==> config.mk <==
export PLATFORM = sky130hd
export DESIGN_NAME = access_format
export DESIGN_NICKNAME = d
export VERILOG_FILES = /design/src/design/dmem_pkg.sv /design/src/design/access_format.sv
export SDC_FILE = /design/constraint.sdc
export NUM_CORES = 1
export LEC_CHECK = 0
export BUFFER_PORTS_ARGS = -buffer_cell sky130_fd_sc_hd__buf_2
export CORE_AREA = 2 2 79 81
export CTS_CLUSTER_SIZE = 16
export DETAILED_ROUTE_END_ITERATION = 12
export DIE_AREA = 0 0 81 83
export MAX_ROUTING_LAYER = met4
export PLACE_DENSITY_LB_ADDON = 0.08
export SYNTH_ARGS = -nofsm -noshare
export SYNTH_HDL_FRONTEND = slang
export SYNTH_SLANG_ARGS = --single-unit
==> constraint.sdc <==
create_clock -name clk -period 1.84 [get_ports clk]
set_input_delay 0.276 -clock clk [delete_from_list [all_inputs] [get_ports clk]]
set_output_delay 0.276 -clock clk [all_outputs]
set_load 0.005 [all_outputs]
==> src/design/dmem_pkg.sv <==
package dmem_pkg;

    localparam int addr_w            = 17;
    localparam int mem_bytes         = 2 ** addr_w;
    localparam int data_w            = 32;
    localparam int word_bytes        = data_w / 8;           // lanes per word
    localparam logic [addr_w-1:0] mmio_trigger_addr = 17'h00100;

    // access mode, shared by loads and stores
    typedef enum logic [2:0] {
        op_none   = 3'd0,
        op_word   = 3'd1,
        op_half   = 3'd2,
        op_byte   = 3'd3,
        op_half_u = 3'd4,
        op_byte_u = 3'd5
    } mem_op_e;

    // request from a peer, held until granted
    typedef struct packed {
        logic              we;
        mem_op_e           op;
        logic [addr_w-1:0] addr;
        logic [data_w-1:0] wdata;
    } mem_req_t;

    // one-cycle response pulse
    typedef struct packed {
        logic              valid;
        logic [data_w-1:0] rdata;
    } mem_rsp_t;

    // byte lane request into the RAM, lane 0 is the lowest address
    typedef struct packed {
        logic                      we;
        logic [addr_w-1:0]         addr;
        logic [2:0]                nbytes;    // 0 to 4
        logic [word_bytes-1:0][7:0] lanes;
    } lane_req_t;

    // number of bytes an access touches, zero for no access
    function automatic logic [2:0] op_nbytes(mem_op_e op);
        case (op)
            op_word:
                return 3'd4;
            op_half, op_half_u:
                return 3'd2;
            op_byte, op_byte_u:
                return 3'd1;
            default:
                return 3'd0;
        endcase
    endfunction

endpackage

==> src/design/access_format.sv <==
module access_format
    import dmem_pkg::*;
(
    input  logic                       clk,
    input  logic                       rst,
    input  mem_req_t                   req,
    input  logic                       valid,
    output lane_req_t                  ram_req,
    input  logic [word_bytes-1:0][7:0] ram_rdata,
    input  logic [data_w-1:0]          mmio_rdata,
    output logic [data_w-1:0]          rdata
);

    logic              is_mmio;
    mem_op_e           op_q;      // op of the load in flight
    logic              sel_q;     // load in flight hit the status word
    logic [data_w-1:0] word;

    assign is_mmio = (req.addr == mmio_trigger_addr);

    // request side
    always_comb
    begin
        ram_req.we     = valid && req.we;
        ram_req.addr   = req.addr;
        ram_req.lanes  = req.wdata;           // little-endian, low byte in lane 0
        ram_req.nbytes = op_nbytes(req.op);
        if (!valid || is_mmio)
            ram_req.nbytes = 3'd0;            // status address never reaches the RAM
    end

    always_ff @(posedge clk)
    begin
        if (rst)
        begin
            op_q  <= op_none;
            sel_q <= 1'b0;
        end
        else
        begin
            op_q  <= (valid && !req.we) ? req.op : op_none;   // stores answer zero
            sel_q <= valid && is_mmio;
        end
    end

    // response side
    assign word = sel_q ? mmio_rdata : ram_rdata;

    always_comb
    begin
        case (op_q)
            op_word:
                rdata = word;
            op_half:
                rdata = {{16{word[15]}}, word[15:0]};
            op_byte:
                rdata = {{24{word[7]}}, word[7:0]};
            op_half_u:
                rdata = {16'b0, word[15:0]};
            op_byte_u:
                rdata = {24'b0, word[7:0]};
            default:
                rdata = '0;                   // op_none and unused codes
        endcase
    end

endmodule

# ---- Word-level counts from Yosys, hierarchy flattened
# Cells that the tools add are included.
dict set report word_totals {
  regBits 4
  word_cells 27
  output_inout_bits 85
}
dict set report classes {
  n_reduce_logical 9
  mux 4
  n_bitwise 1
  n_eq_ne 11
}
# operator count
set ops {}
lappend ops {{case mux 32 bit (5 select lines)} 1}
lappend ops {{two-way mux 32 bit} 1}
lappend ops {{== test 17 x 9 -> 1 bit (second input constant)} 1}
lappend ops {{== test 3 x 2 -> 1 bit (second input constant)} 4}
lappend ops {{== test 3 bit (second input constant)} 4}
lappend ops {{case mux 3 bit (3 select lines)} 1}
lappend ops {{== test 3 x 1 -> 1 bit (second input constant)} 2}
lappend ops {{OR reduction 2 bit} 3}
lappend ops {{logical AND 1 bit} 3}
lappend ops {{two-way mux 3 bit} 1}
lappend ops {{zero test 1 bit} 2}
lappend ops {{logical OR 1 bit} 1}
lappend ops {{inverter 1 bit} 1}

# ---- Longest topological paths before layout
# Gate-level depths: netlist of run 1.
dict set report logic_depth {
  word_depth 4
  depth_mapped 5
  mapped_depth_nobuf 3
}

# ---- Worst setup path after synthesis of run 1
# No wires, ideal clock.
dict set report synth_timing {
  path_kind {register -> output}
  from {register sel_q}
  to {output rdata[16]}
  path_buffers 2
  path_stages_with_launch 6
  arrival_ns 1.308
  setup_slack_ns 0.256
  cell_sequence {dfxtp_1 > clkbuf_1 > mux2_2 > a22oi_4 > buf_2 > o21ai_0}
}
dict set report synth_via {
  elab_chain_len 2
}
# item line
set synth_lines {}
lappend synth_lines {{from (decl)} access_format.sv:16} ;# logic sel_q;
lappend synth_lines {{from (signal assigned)} access_format.sv:42} ;# sel_q <= valid && is_mmio;
lappend synth_lines {{two-way mux 32 bit} access_format.sv:47} ;# assign word = sel_q ? mmio_rdata : ram_rdata;
lappend synth_lines {{case mux 32 bit (5 select lines)} access_format.sv:51} ;# case (op_q)
lappend synth_lines {{to (decl)} access_format.sv:11} ;# output logic [data_w-1:0] rdata
# No other way between the ends.

# ---- Final worst setup path of run 1
dict set report layout_timing {
  from {register sel_q}
  to {output rdata[27]}
}
# Same word-level chain as after synthesis.

==> results of run 1 <==
logic make-up after synthesis:
logic type      synth area share [%]
buf+inv                         33.4
mux                             27.3
compound gates                  15.2
simple gates                    15.8
flops                           6.77
xor+xnor                        1.48
power groups by stage:
stage          Sequential, mW  Clock, mW  Combinational, mW
3_5_place_dp           0.0932          0              0.218
3_3_place_gp           0.0930          0              0.220
5_1_grt                0.0913      0.191              0.256
4_1_cts                0.0921      0.186              0.224
6_report               0.0910      0.179              0.228
2_1_floorplan          0.0924          0              0.149
registers in the layout, summed over array words and instances (netlist names):
register and flops:
op_q 3, sel_q 1
what timing repair did:
item / CTS / global route
resized for setup: 4 / 17
cloned: 0 / 1
pin swaps: 1 / 1
setup endpoints to repair: 24 / 9
hold endpoints to repair: 0 / 0
hold buffers: 0 / 0
setup buffers: 1 / 0
worst max-delay path, stage by stage (launching register included):
cell and delay (ns):
dfxtp_4 0.37, mux2_4 0.33, a22oi_4 0.25, clkbuf_16 0.20
o21ai_0 0.07, buf_2 0.13
cell usage after synthesis (all sizes together):
master | count | area share, %
nand3b | 1 | 0.64
xor2 | 2 | 1.5
or3b | 1 | 0.74
a2111oi | 1 | 0.74
a22oi | 1 | 1.8
and3 | 2 | 1.1
nor2 | 8 | 2.5
buf | 53 | 33
o211ai | 1 | 0.64
nor3b | 1 | 0.64
nand3 | 1 | 0.42
mux2i | 30 | 25
o21ai | 25 | 11
nor4 | 2 | 2.9
or4 | 2 | 1.6
nand2 | 3 | 0.95
and3b | 1 | 0.74
and2 | 1 | 0.53
clkbuf | 2 | 0.64
nor3 | 2 | 0.85
or4b | 1 | 0.85
a21oi | 2 | 0.85
a21o | 1 | 0.64
dfxtp | 4 | 6.8
nor2b | 1 | 0.53
and4b | 1 | 0.85
mux2 | 2 | 1.9
per-stage QoR:
| step | hold slack [ns] | TNS [ns] | utilization [%] | cell area [sq um] | setup slack, ns |
|---|---|---|---|---|---|
| floorplan | 0.353 | 0 | - | 1180 | 0.256 |
| CTS | 0.255 | 0 | 28.8 | 1670 | 0.0308 |
| finish | 0.264 | 0 | 29.7 | 1730 | 0.0112 |
| detailed placement | 0.480 | -0.00251 | 27.5 | 1600 | -0.00251 |
| global route | 0.270 | -0.433 | 29.7 | 1730 | -0.0413 |
| global placement | 0.481 | 0 | 27.5 | 1600 | 0.0526 |
area by class of cell:
cell class              count  area (sq um)
flip-flops and latches      4          85.1
well taps                  75          93.8
clock buffers               3          41.3
repair buffers            144           767
multi-input cells          93           739
fillers                   649          4090
layer usage:
| layer | vias up | GRT usage (%) | share of wire, % |
|---|---|---|---|
| met5 | - | - | 0 |
| met4 | 0 | 2.31 | 0.44 |
| met3 | 2 | 3.48 | 15 |
| met2 | 118 | 19.7 | 48 |
| met1 | 572 | 11.1 | 37 |
| li1 | 677 | - | - |
how the worst max path moves through the flow:
stage | start | endpoint | cells after the start
6_report | sel_q$_SDFF_PP0_ | rdata[27] | 5
3_3_place_gp | req[43] | ram_req[34] | 5
4_1_cts | sel_q$_SDFF_PP0_ | rdata[21] | 5
5_1_grt | sel_q$_SDFF_PP0_ | rdata[27] | 5
3_5_place_dp | req[43] | ram_req[34] | 5
2_1_floorplan | sel_q$_SDFF_PP0_ | rdata[16] | 5
==> summary by stage, run 1 <==
Status
The run finished with clean final reports.

Timing
The count of final hold-check violations is 0. Setup repair after global routing could not meet its margin everywhere. The worst path needs between 1.5 and 2 ns of the cycle, external delays included. Setup violations remaining at the end of the flow were counted as 0. The actual slew at the worst max-slew pin is about 0.35 ns. The worst pin sits at a relative slew slack of approximately three quarters.

The number of max-slew violations in the final report was 0. Static timing analysis puts the maximum clock frequency at 0.547 GHz. Of the available clock period, the critical path in the final layout requires between 90 and 100%.

CTS
CTS saw 4 sinks. The clock root buffer is clkbuf_8. TritonCTS built the clock tree. The register clock-pin slew on the reported worst setup and hold paths is 0.03 ns.

In this run the deepest clock path goes through 2 buffers. The total number of H-tree levels is 1. The total CTS buffers is 3.

Pwr
The share of total power in combinational logic is 45.8%. In this run the static leakage power is ~0.9 nW. The net load switching power is around 0.14 mW.

Power spread over the standard cell area amounts to between 200 and 300 mW/mm^2. Per report_power, the clock group accounts for 36.0% of the total. The switching fraction of total power is between 20% and 30%. IR analysis of the VDD net gives a maximum drop of 167 uV. The part of the total power dissipated in sequential elements is ~18%.

The internal power is around 0.36 mW. The design draws 0.498 mW.

Final layout
The final net count is around 370. Cells with a size suffix above 1 make up 65.2% of the layout. The commonest non-fill, non-tap cell in the layout is buf_2. Relative to the synthesized area, the layout overhead comes to 46.0%. The antenna cell count is 0.

The number of cells in the finished layout apart from fillers is approximately 320. The library cells used most frequently in the layout, excluding fill and tap cells, are 139 x buf_2, 30 x mux2i_1, 15 x o21ai_0, 9 x o21ai_1, 8 x nor2_1.

Synthesis
Each instance of the synthesized netlist takes up on average roughly 8 sq um. The number of warning messages in the yosys log is 0. The count of state elements after synthesis is 4.

Summing the sequential cell areas from Yosys gives under 10% of the chip area. The number of instances in the synthesized netlist is 152. The area of the mapped netlist is 0.00118 sq mm. When the netlist entered floorplanning its net count stood at around 270. The count of distinct cell types in the synthesized netlist is 30.

Global routing
Entering global routing, the biggest net connects 20 pins. The initial antenna violation count came to 0. The total congestion overflow after global routing is 0. The first global-routing pass estimated between 5000 and 6000 um of wire. The number of global-route vias before repair was between 1,000 and 1,500.

Global routing consumed, over all layers together, 10.8% of the routing resources.

Placement
Input and output buffers added on the ports amount to 140. The cell total after placement is around 310. The HPWL after detailed placement is ~3400 um. Routability-driven placement finished with a final weighted congestion of around 0.7.

Floorplan
The initial utilization of the core area, before any placement, comes to 20.3%. During I/O placement, the number of pins put on the boundary was slightly above 200. From left edge to right edge, the die measures 81 um.

The die is a little over 80 um tall. The area of the core region is ~0.0058 sq mm. In this run the core area contains 28 standard-cell rows. The die covers just under 0.007 sq mm.

Worst setup path
By startpoint and endpoint, the worst setup path is classified as reg2out. The worst setup path is captured at an output pin. The largest driver fanout on the critical path is 8. The arrival time reported for the critical path endpoint is 1.55 ns. The worst path required time is approximately 1.6 ns. STA classifies the critical path startpoint as a flop.

Drt
The routed via count divided by cell count is between 4 and 5. The first detailed-routing pass took 4 iterations. The total wire length after detailed routing is 4080 um. The detailed router placed ~1,400 vias in this run.

After detailed routing, the average wire length per cell comes to about 13 um. The post-route antenna net violation count is 0. In the routed design, unresolved DRC markers number 0. The first routing iteration left 38 violations.

Hold path
The worst hold path passes through 2 cells. The worst hold path belongs to the class in2reg. The launch instance of the worst min-delay path is req[52]. For hold timing, the worst endpoint is op_q[0]$_SDFF_PP0_.

Flow run
The number of maximum-capacitance violations is 0.
Note: power is estimated with default switching activity, not from simulation.
==> inputs of run 2 (changes only) <==
--- a/config.mk
+++ b/config.mk
@@ -11,7 +11,7 @@
 export DETAILED_ROUTE_END_ITERATION = 12
 export DIE_AREA = 0 0 81 83
 export MAX_ROUTING_LAYER = met4
-export PLACE_DENSITY_LB_ADDON = 0.08
+export PLACE_DENSITY = 0.72
 export SYNTH_ARGS = -nofsm -noshare
 export SYNTH_HDL_FRONTEND = slang
 export SYNTH_SLANG_ARGS = --single-unit
==> run 2 against run 1 <==
  * Non-clock buffer count shrank 1
  * Sequential share of layout area is 0.19 points higher
  * Final cell count down 0.31%
  * Critical path type is now in2out
  * Critical endpoint is now ram_req[34]
==> summary by stage, run 2 (synthesized netlist as in run 1, its figures left out) <==
CTS
The total CTS buffers is 3 (unchanged). The number of buffers inserted for hold repair after clock tree synthesis is 0 (unchanged). The clock root buffer is clkbuf_8. The register clock-pin slew on the reported worst setup and hold paths came to 0.03 ns (about the same). The number of buffers between clock root and the deepest sink is 2 (unchanged). The number of clock sinks seen by CTS came to 4 (unchanged). The total number of H-tree levels is 1 (unchanged). The TritonCTS clock tree is built.

Drt
The routed via count divided by cell count came to 4.33 (+0.90%). The post-route DRC violation count is 0 (unchanged). The routed length per instance is 11.2 um (-12%). The count of vias placed by the detailed router came to 1,377 (+0.58%).

The total wire length after detailed routing is 3560 um (-13%). The first-pass iteration count of the detailed router was 4 (unchanged). The DRC violation total after the first TritonRoute iteration is 11 (-71%). The post-route antenna net violation count is 0 (unchanged).

Final layout
The multi-input combinational cell area is 731 sq um (-1.2%). The register with the highest flop count is op_q. The top cell types in the final layout, fill and taps aside, are 140 x buf_2, 30 x mux2i_1, 20 x o21ai_0, 8 x nor2_1, 4 x o21ai_1. The number of cells in the finished layout apart from fillers was 318 (-0.31%). In the final layout, the registers with the most flip-flops are op_q: 3 flops, sel_q: 1 flops. The antenna cell count was 0 (unchanged). The flip-flop count of the largest register after layout came to 3 (unchanged). The final net count is 365 (-0.27%).

The final instance area is 0.00169 sq mm (-2.2%). The fraction of final layout cells sized beyond drive strength 1 came to 65.0% (-0.14 points). The area taken by flip-flops and latches is 86.3 sq um (+1.5%). Relative to the synthesized area, the layout overhead comes to 42.8%. The commonest non-fill, non-tap cell in the layout is buf_2. The fill cell total of the finished layout came to 644 (-0.77%).

Timing
The final setup TNS was 0 ns (unchanged). The post-route minimum period came to 1.81 ns (-0.0176 ns). The post-route clock period utilization is 98.4% (-0.96 points). The number of max-slew violations in the final report was 0 (unchanged).

The highest clock rate came to 0.552 GHz (+0.97%). The actual slew at the worst max-slew pin is 0.380 ns (+0.0299 ns). The count of final hold-check violations came to 0 (unchanged). The headroom to the max-slew limit came to 74.0% (-2.6 points). The final count of negative-setup-slack endpoints is 0 (unchanged). Setup repair after global routing could not meet its margin everywhere. The slack of the critical path came to 0.0288 ns (+0.0176 ns).

Placement
The cell total after placement is 314 (unchanged). The HPWL after detailed placement came to 3030 um (-12%). The area after detailed placement was 0.00160 sq mm (unchanged). The placer's final routability congestion estimate came to 0.725 (+1.4%). The minimum setup slack after placement is 0.000876 ns (+0.00339 ns). The number of port buffers is 140 (unchanged).

Floorplan
The die height is 83 um (unchanged). The starting utilization of the core area is 20.3% (unchanged). The number of placement rows is 28 (unchanged). The area of the core region came to 0.00582 sq mm (unchanged). The number of top-level pins is 205 (unchanged). The area of the die is 0.00672 sq mm (unchanged). The die span in x is 81 um (unchanged).

Global routing
The initial antenna violation count is 0 (unchanged). The number of global-route vias before repair is 1,198 (-7.1%). The total track usage came to 9.31% (-1.5 points). The total congestion overflow after global routing is 0 (unchanged).

The maximum number of pins on one net before global-route repair is 18 (-10%). The wire length of the first global-routing pass came to 5060 um (-14%).

Hold path
The type of the most critical hold path is in2reg.

Flow run
The number of maximum-capacitance violations is 0 (unchanged).

Worst setup path
The endpoint kind of the worst setup timing path is an output pin. The largest driver fanout on the critical path is 4 (-4). STA classifies the critical path startpoint as a primary input. The worst path required time is 1.56 ns (about the same). The category of the critical setup timing path is in2out.

The arrival time reported for the critical path endpoint is 1.54 ns (about the same).

Pwr
The static leakage is 0.905 nW (-2.3%). The power per cell area was 294 mW/mm^2 (+2.0%). The maximum ir drop on the vdd rail is 402 uV (+140%).

Status
The run finished with clean final reports.
==> run 2: critical path: stages <==
cell and delay [ns]:
buf_2 0.10, or4_4 0.54, nor4_4 0.30, a2111oi_0 0.16, buf_2 0.16
==> run 2: per-layer routing <==
| layer | routed length (um) | part of all wire (%) | global-route usage, % | vias to the layer above |
|---|---|---|---|---|
| met5 | 0 | 0 | - | - |
| met4 | 14 | 0.39 | 1.54 | 0 |
| met3 | 554 | 16 | 3.80 | 6 |
| met2 | 1650 | 46 | 17.3 | 112 |
| met1 | 1340 | 38 | 8.98 | 582 |
| li1 | - | - | - | 677 |
==> run 2: final cells by class <==
class,instances,area share [%]
multi-input combinational,93,43.3
sequential,4,5.11
timing repair buffer,143,43.6
tap,75,5.56
clock buffer,3,2.45
==> run 2: final timing paths <==
kind                  cells after the start                 end    start
worst max-delay path                      5         ram_req[34]  req[33]
worst min-delay path                      2  op_q[0]$_SDFF_PP0_  req[52]
==> run 2: timing repair <==
| action | in CTS | in global routing |
|---|---|---|
| pin swaps | 1 | 0 |
| setup endpoints to repair | 23 | 22 |
| gates resized for setup | 2 | 11 |
| setup buffers | 1 | 0 |
==> run 2: metrics by stage <==
stage                     utilization, %  power [mW]  hold slack [ns]
after floorplan                        -       0.241            0.353
after global placement              27.5       0.308            0.471
after detailed placement            27.5       0.312            0.475
after CTS                           28.6       0.502            0.251
after global routing                29.0       0.540            0.252
final                               29.0       0.497            0.247
==> run 2: where the power goes <==
| part | total, mW | switching (mW) | leakage (nW) | internal (mW) |
|---|---|---|---|---|
| sequential | 0.0917 | 0.00382 | 0.0342 | 0.0879 |
| combinational | 0.223 | 0.0924 | 0.849 | 0.131 |
| clock | 0.182 | 0.0429 | 0.0216 | 0.139 |
| total | 0.497 | 0.139 | 0.905 | 0.358 |
==> inputs of run 3 (changes only) <==
--- a/config.mk
+++ b/config.mk
@@ -6,12 +6,16 @@
 export NUM_CORES = 1
 export LEC_CHECK = 0
 export BUFFER_PORTS_ARGS = -buffer_cell sky130_fd_sc_hd__buf_2
-export CORE_AREA = 2 2 79 81
+export CELL_PAD_IN_SITES_DETAIL_PLACEMENT = 0
+export CELL_PAD_IN_SITES_GLOBAL_PLACEMENT = 1
+export CORE_ASPECT_RATIO = 1.75
+export CORE_MARGIN = 1
+export CORE_UTILIZATION = 16
 export CTS_CLUSTER_SIZE = 16
 export DETAILED_ROUTE_END_ITERATION = 12
-export DIE_AREA = 0 0 81 83
 export MAX_ROUTING_LAYER = met4
-export PLACE_DENSITY = 0.72
+export PLACE_DENSITY = 0.92
+export RECOVER_POWER = 100
 export SYNTH_ARGS = -nofsm -noshare
 export SYNTH_HDL_FRONTEND = slang
 export SYNTH_SLANG_ARGS = --single-unit
==> run 3 against run 2 <==
  * Setup slack improved by 0.017 ns
  * First-iteration DRC count grew to 2.9 times the previous value
  * Design area up 4.0%
  * Final cell count grew 3.8%
  * Worst hold slack better by 0.014 ns
  * Die area up 15%
  * Global-route usage up 1.2 points
  * Sequential cell count unchanged
==> summary by stage, run 3 (synthesized netlist as in run 1, its figures left out) <==
Final layout
The final net count is 365 (unchanged). The number of cells in the finished layout apart from fillers is 330 (+3.8%). Ranked by flip-flop count, first place goes to op_q. The largest registers in the layout are op_q: 3 flops, sel_q: 1 flops. The flip-flop count of the largest register after layout is 3 (unchanged). The fraction of final layout cells sized beyond drive strength 1 is 65.4% (+0.41 points). Leaving out fill and tap cells, the most frequent cells in the layout are 137 x buf_2, 30 x mux2i_1, 22 x o21ai_0, 8 x nor2_1.

The final instance area was 0.00176 sq mm (+4.0%). The area growth from synthesis to final layout is 48.5%. The commonest non-fill, non-tap cell in the layout is buf_2. The utilization after layout came to 24.4% (-4.6 points).

Placement
The cell total after placement is 325 (+3.5%). The HPWL after detailed placement is 4000 um (+32%). The number of port buffers came to 140 (unchanged). The area after detailed placement is 0.00161 sq mm (+0.86%). The placer's final routability congestion estimate is 0.721 (-0.61%).

The minimum setup slack after placement is 0.00824 ns (+0.00736 ns).

Global routing
The total track usage is 10.5% (+1.2 points). The number of global-route vias before repair is 1,103 (-7.9%). The total congestion overflow after global routing is 0 (unchanged).

The maximum number of pins on one net before global-route repair is 20 (+2). The wire length of the first global-routing pass is 5470 um (+8.0%). The initial antenna violation count is 1 (+1).

Pwr
The share of total power in combinational logic came to 34.6% (-10 points). The static leakage is 0.918 nW (+1.5%). The overall power after layout is 0.669 mW (+35%). The maximum ir drop on the vdd rail was 184 uV (-54%). The net load switching power was 0.170 mW (+23%).

The power per cell area was 381 mW/mm^2 (+29%). The internal power is 0.498 mW (+39%). The relative contribution of the clock network to total power is 51.8% (+15 points). The part of the total power dissipated in sequential elements came to 13.6% (-4.9 points). The switching fraction of total power is 25.5% (-2.5 points).

Floorplan
The die span in x came to 67.0 um (-17%). The starting utilization of the core area is 16.5% (-3.9 points). The number of top-level pins came to 205 (unchanged).

The area of the die came to 0.00775 sq mm (+15%). The area of the core region is 0.00718 sq mm (+23%). The number of placement rows is 41 (+46%). The die height came to 116 um (+39%).

Timing
The actual slew at the worst max-slew pin is 0.349 ns (-0.0311 ns). The count of final hold-check violations is 0 (unchanged). The headroom to the max-slew limit came to 76.6% (+2.6 points).

Setup repair after global routing could not meet its margin everywhere. The worst-case hold slack was 0.261 ns (+0.0141 ns). The highest clock rate came to 0.557 GHz (+0.96%).

The final count of negative-setup-slack endpoints is 0 (unchanged). The post-route clock period utilization is 97.5% (-0.93 points). The number of max-slew violations in the final report was 0 (unchanged).

The slack of the critical path is 0.0460 ns (+0.0171 ns). The post-route minimum period came to 1.79 ns (-0.0171 ns). The final setup TNS is 0 ns (unchanged).

Drt
The DRC violation total after the first TritonRoute iteration is 32 (+21). The total wire length after detailed routing was 4610 um (+29%). The routed length per instance is 14.0 um (+25%). The first-pass iteration count of the detailed router came to 4 (unchanged). The post-route antenna net violation count came to 0 (unchanged).

The routed via count divided by cell count was 4.32 (-0.14%). The count of vias placed by the detailed router was 1,427 (+3.6%). The post-route DRC violation count is 0 (unchanged).

Status
The flow ran to the end, and the final reports show no timing, DRC or antenna violations.

Worst setup path
On the critical path, the stage with the largest delay is an instance of or4_4. The cell family contributing the most delay on the critical path is simple AND/OR/NAND/NOR gates. The maximum single-stage delay on the critical path was 0.53 ns (about the same). The worst path required time is 1.56 ns (about the same).

The arrival time reported for the critical path endpoint was 1.52 ns (-0.02 ns). The sort of element at the start of the critical path is a primary input. The total buffers and inverters traversed by the critical path is 2 (unchanged). Traced cell by cell, the critical path runs through buf_6 > or4_4 > nor4_4 > a2111oi_2 > buf_2. The endpoint kind of the worst setup timing path is an output pin.

The critical path is of the in2out type. The largest driver fanout on the critical path came to 4 (unchanged).

Hold path
The worst hold path stage count was 2 (unchanged). The launch instance of the worst min-delay path is rst. The path with the worst hold slack has its endpoint at op_q[0]$_SDFF_PP0_. The type of the most critical hold path is in2reg.

CTS
The total number of H-tree levels is 1 (unchanged). The clock root buffer is clkbuf_16. The TritonCTS clock tree is built. The number of buffers between clock root and the deepest sink is 2 (unchanged).

The total CTS buffers was 3 (unchanged). The number of buffers inserted for hold repair after clock tree synthesis is 0 (unchanged). The register clock-pin slew on the reported worst setup and hold paths came to 0.03 ns (about the same). The number of clock sinks seen by CTS is 4 (unchanged).

Flow run
The number of maximum-capacitance violations is 0 (unchanged).
==> run 3: cell count changes in the layout (fill, tap and decap cells not counted), moves of 2 or more <==
cell,delta
o21ai_0,+2
clkbuf_8,-3
clkbuf_16,+3
o21ai_1,-2
buf_2,-3
clkbuf_1,+2
==> run 3: layout make-up <==
type,count,area (sq um)
clock buffers,3,75.1
flip-flops and latches,4,86.3
multi-input cells,93,744
well taps,86,108
fillers,803,5430
repair buffers,143,739
diodes,1,2.50
==> run 3: repair_timing <==
item,in CTS,in global routing
endpoints found under the setup margin,23,25
pin swaps,1,4
resized for setup,3,13
setup buffers,1,0
==> run 3: per-layer routing <==
layer / part of all wire (%) / global-route usage [%]
met1: 34 / 9.05
met2: 43 / 17.4
met3: 18 / 6.00
met4: 4.8 / 5.67
met5: 0 / -
==> run 3: power by group through the flow <==
stage | clock network, mW | registers [mW] | logic, mW
after floorplan | 0 | 0.0924 | 0.149
after global placement | 0 | 0.0926 | 0.219
after detailed placement | 0 | 0.0929 | 0.224
after CTS | 0.352 | 0.0918 | 0.229
after global routing | 0.362 | 0.0918 | 0.254
final | 0.346 | 0.0911 | 0.231
==> run 3: worst max path at each step <==
stage / startpoint / end / slack [ns] / cells after the start
after global routing: req[41] / ram_req[34] / -0.01 / 5
final: req[41] / ram_req[34] / 0.05 / 5
after detailed placement: req[33] / ram_req[34] / 0.008 / 5
after CTS: req[33] / ram_req[34] / 0.005 / 5
after floorplan: sel_q$_SDFF_PP0_ / rdata[16] / 0.26 / 5
after global placement: req[33] / ram_req[34] / 0.04 / 5
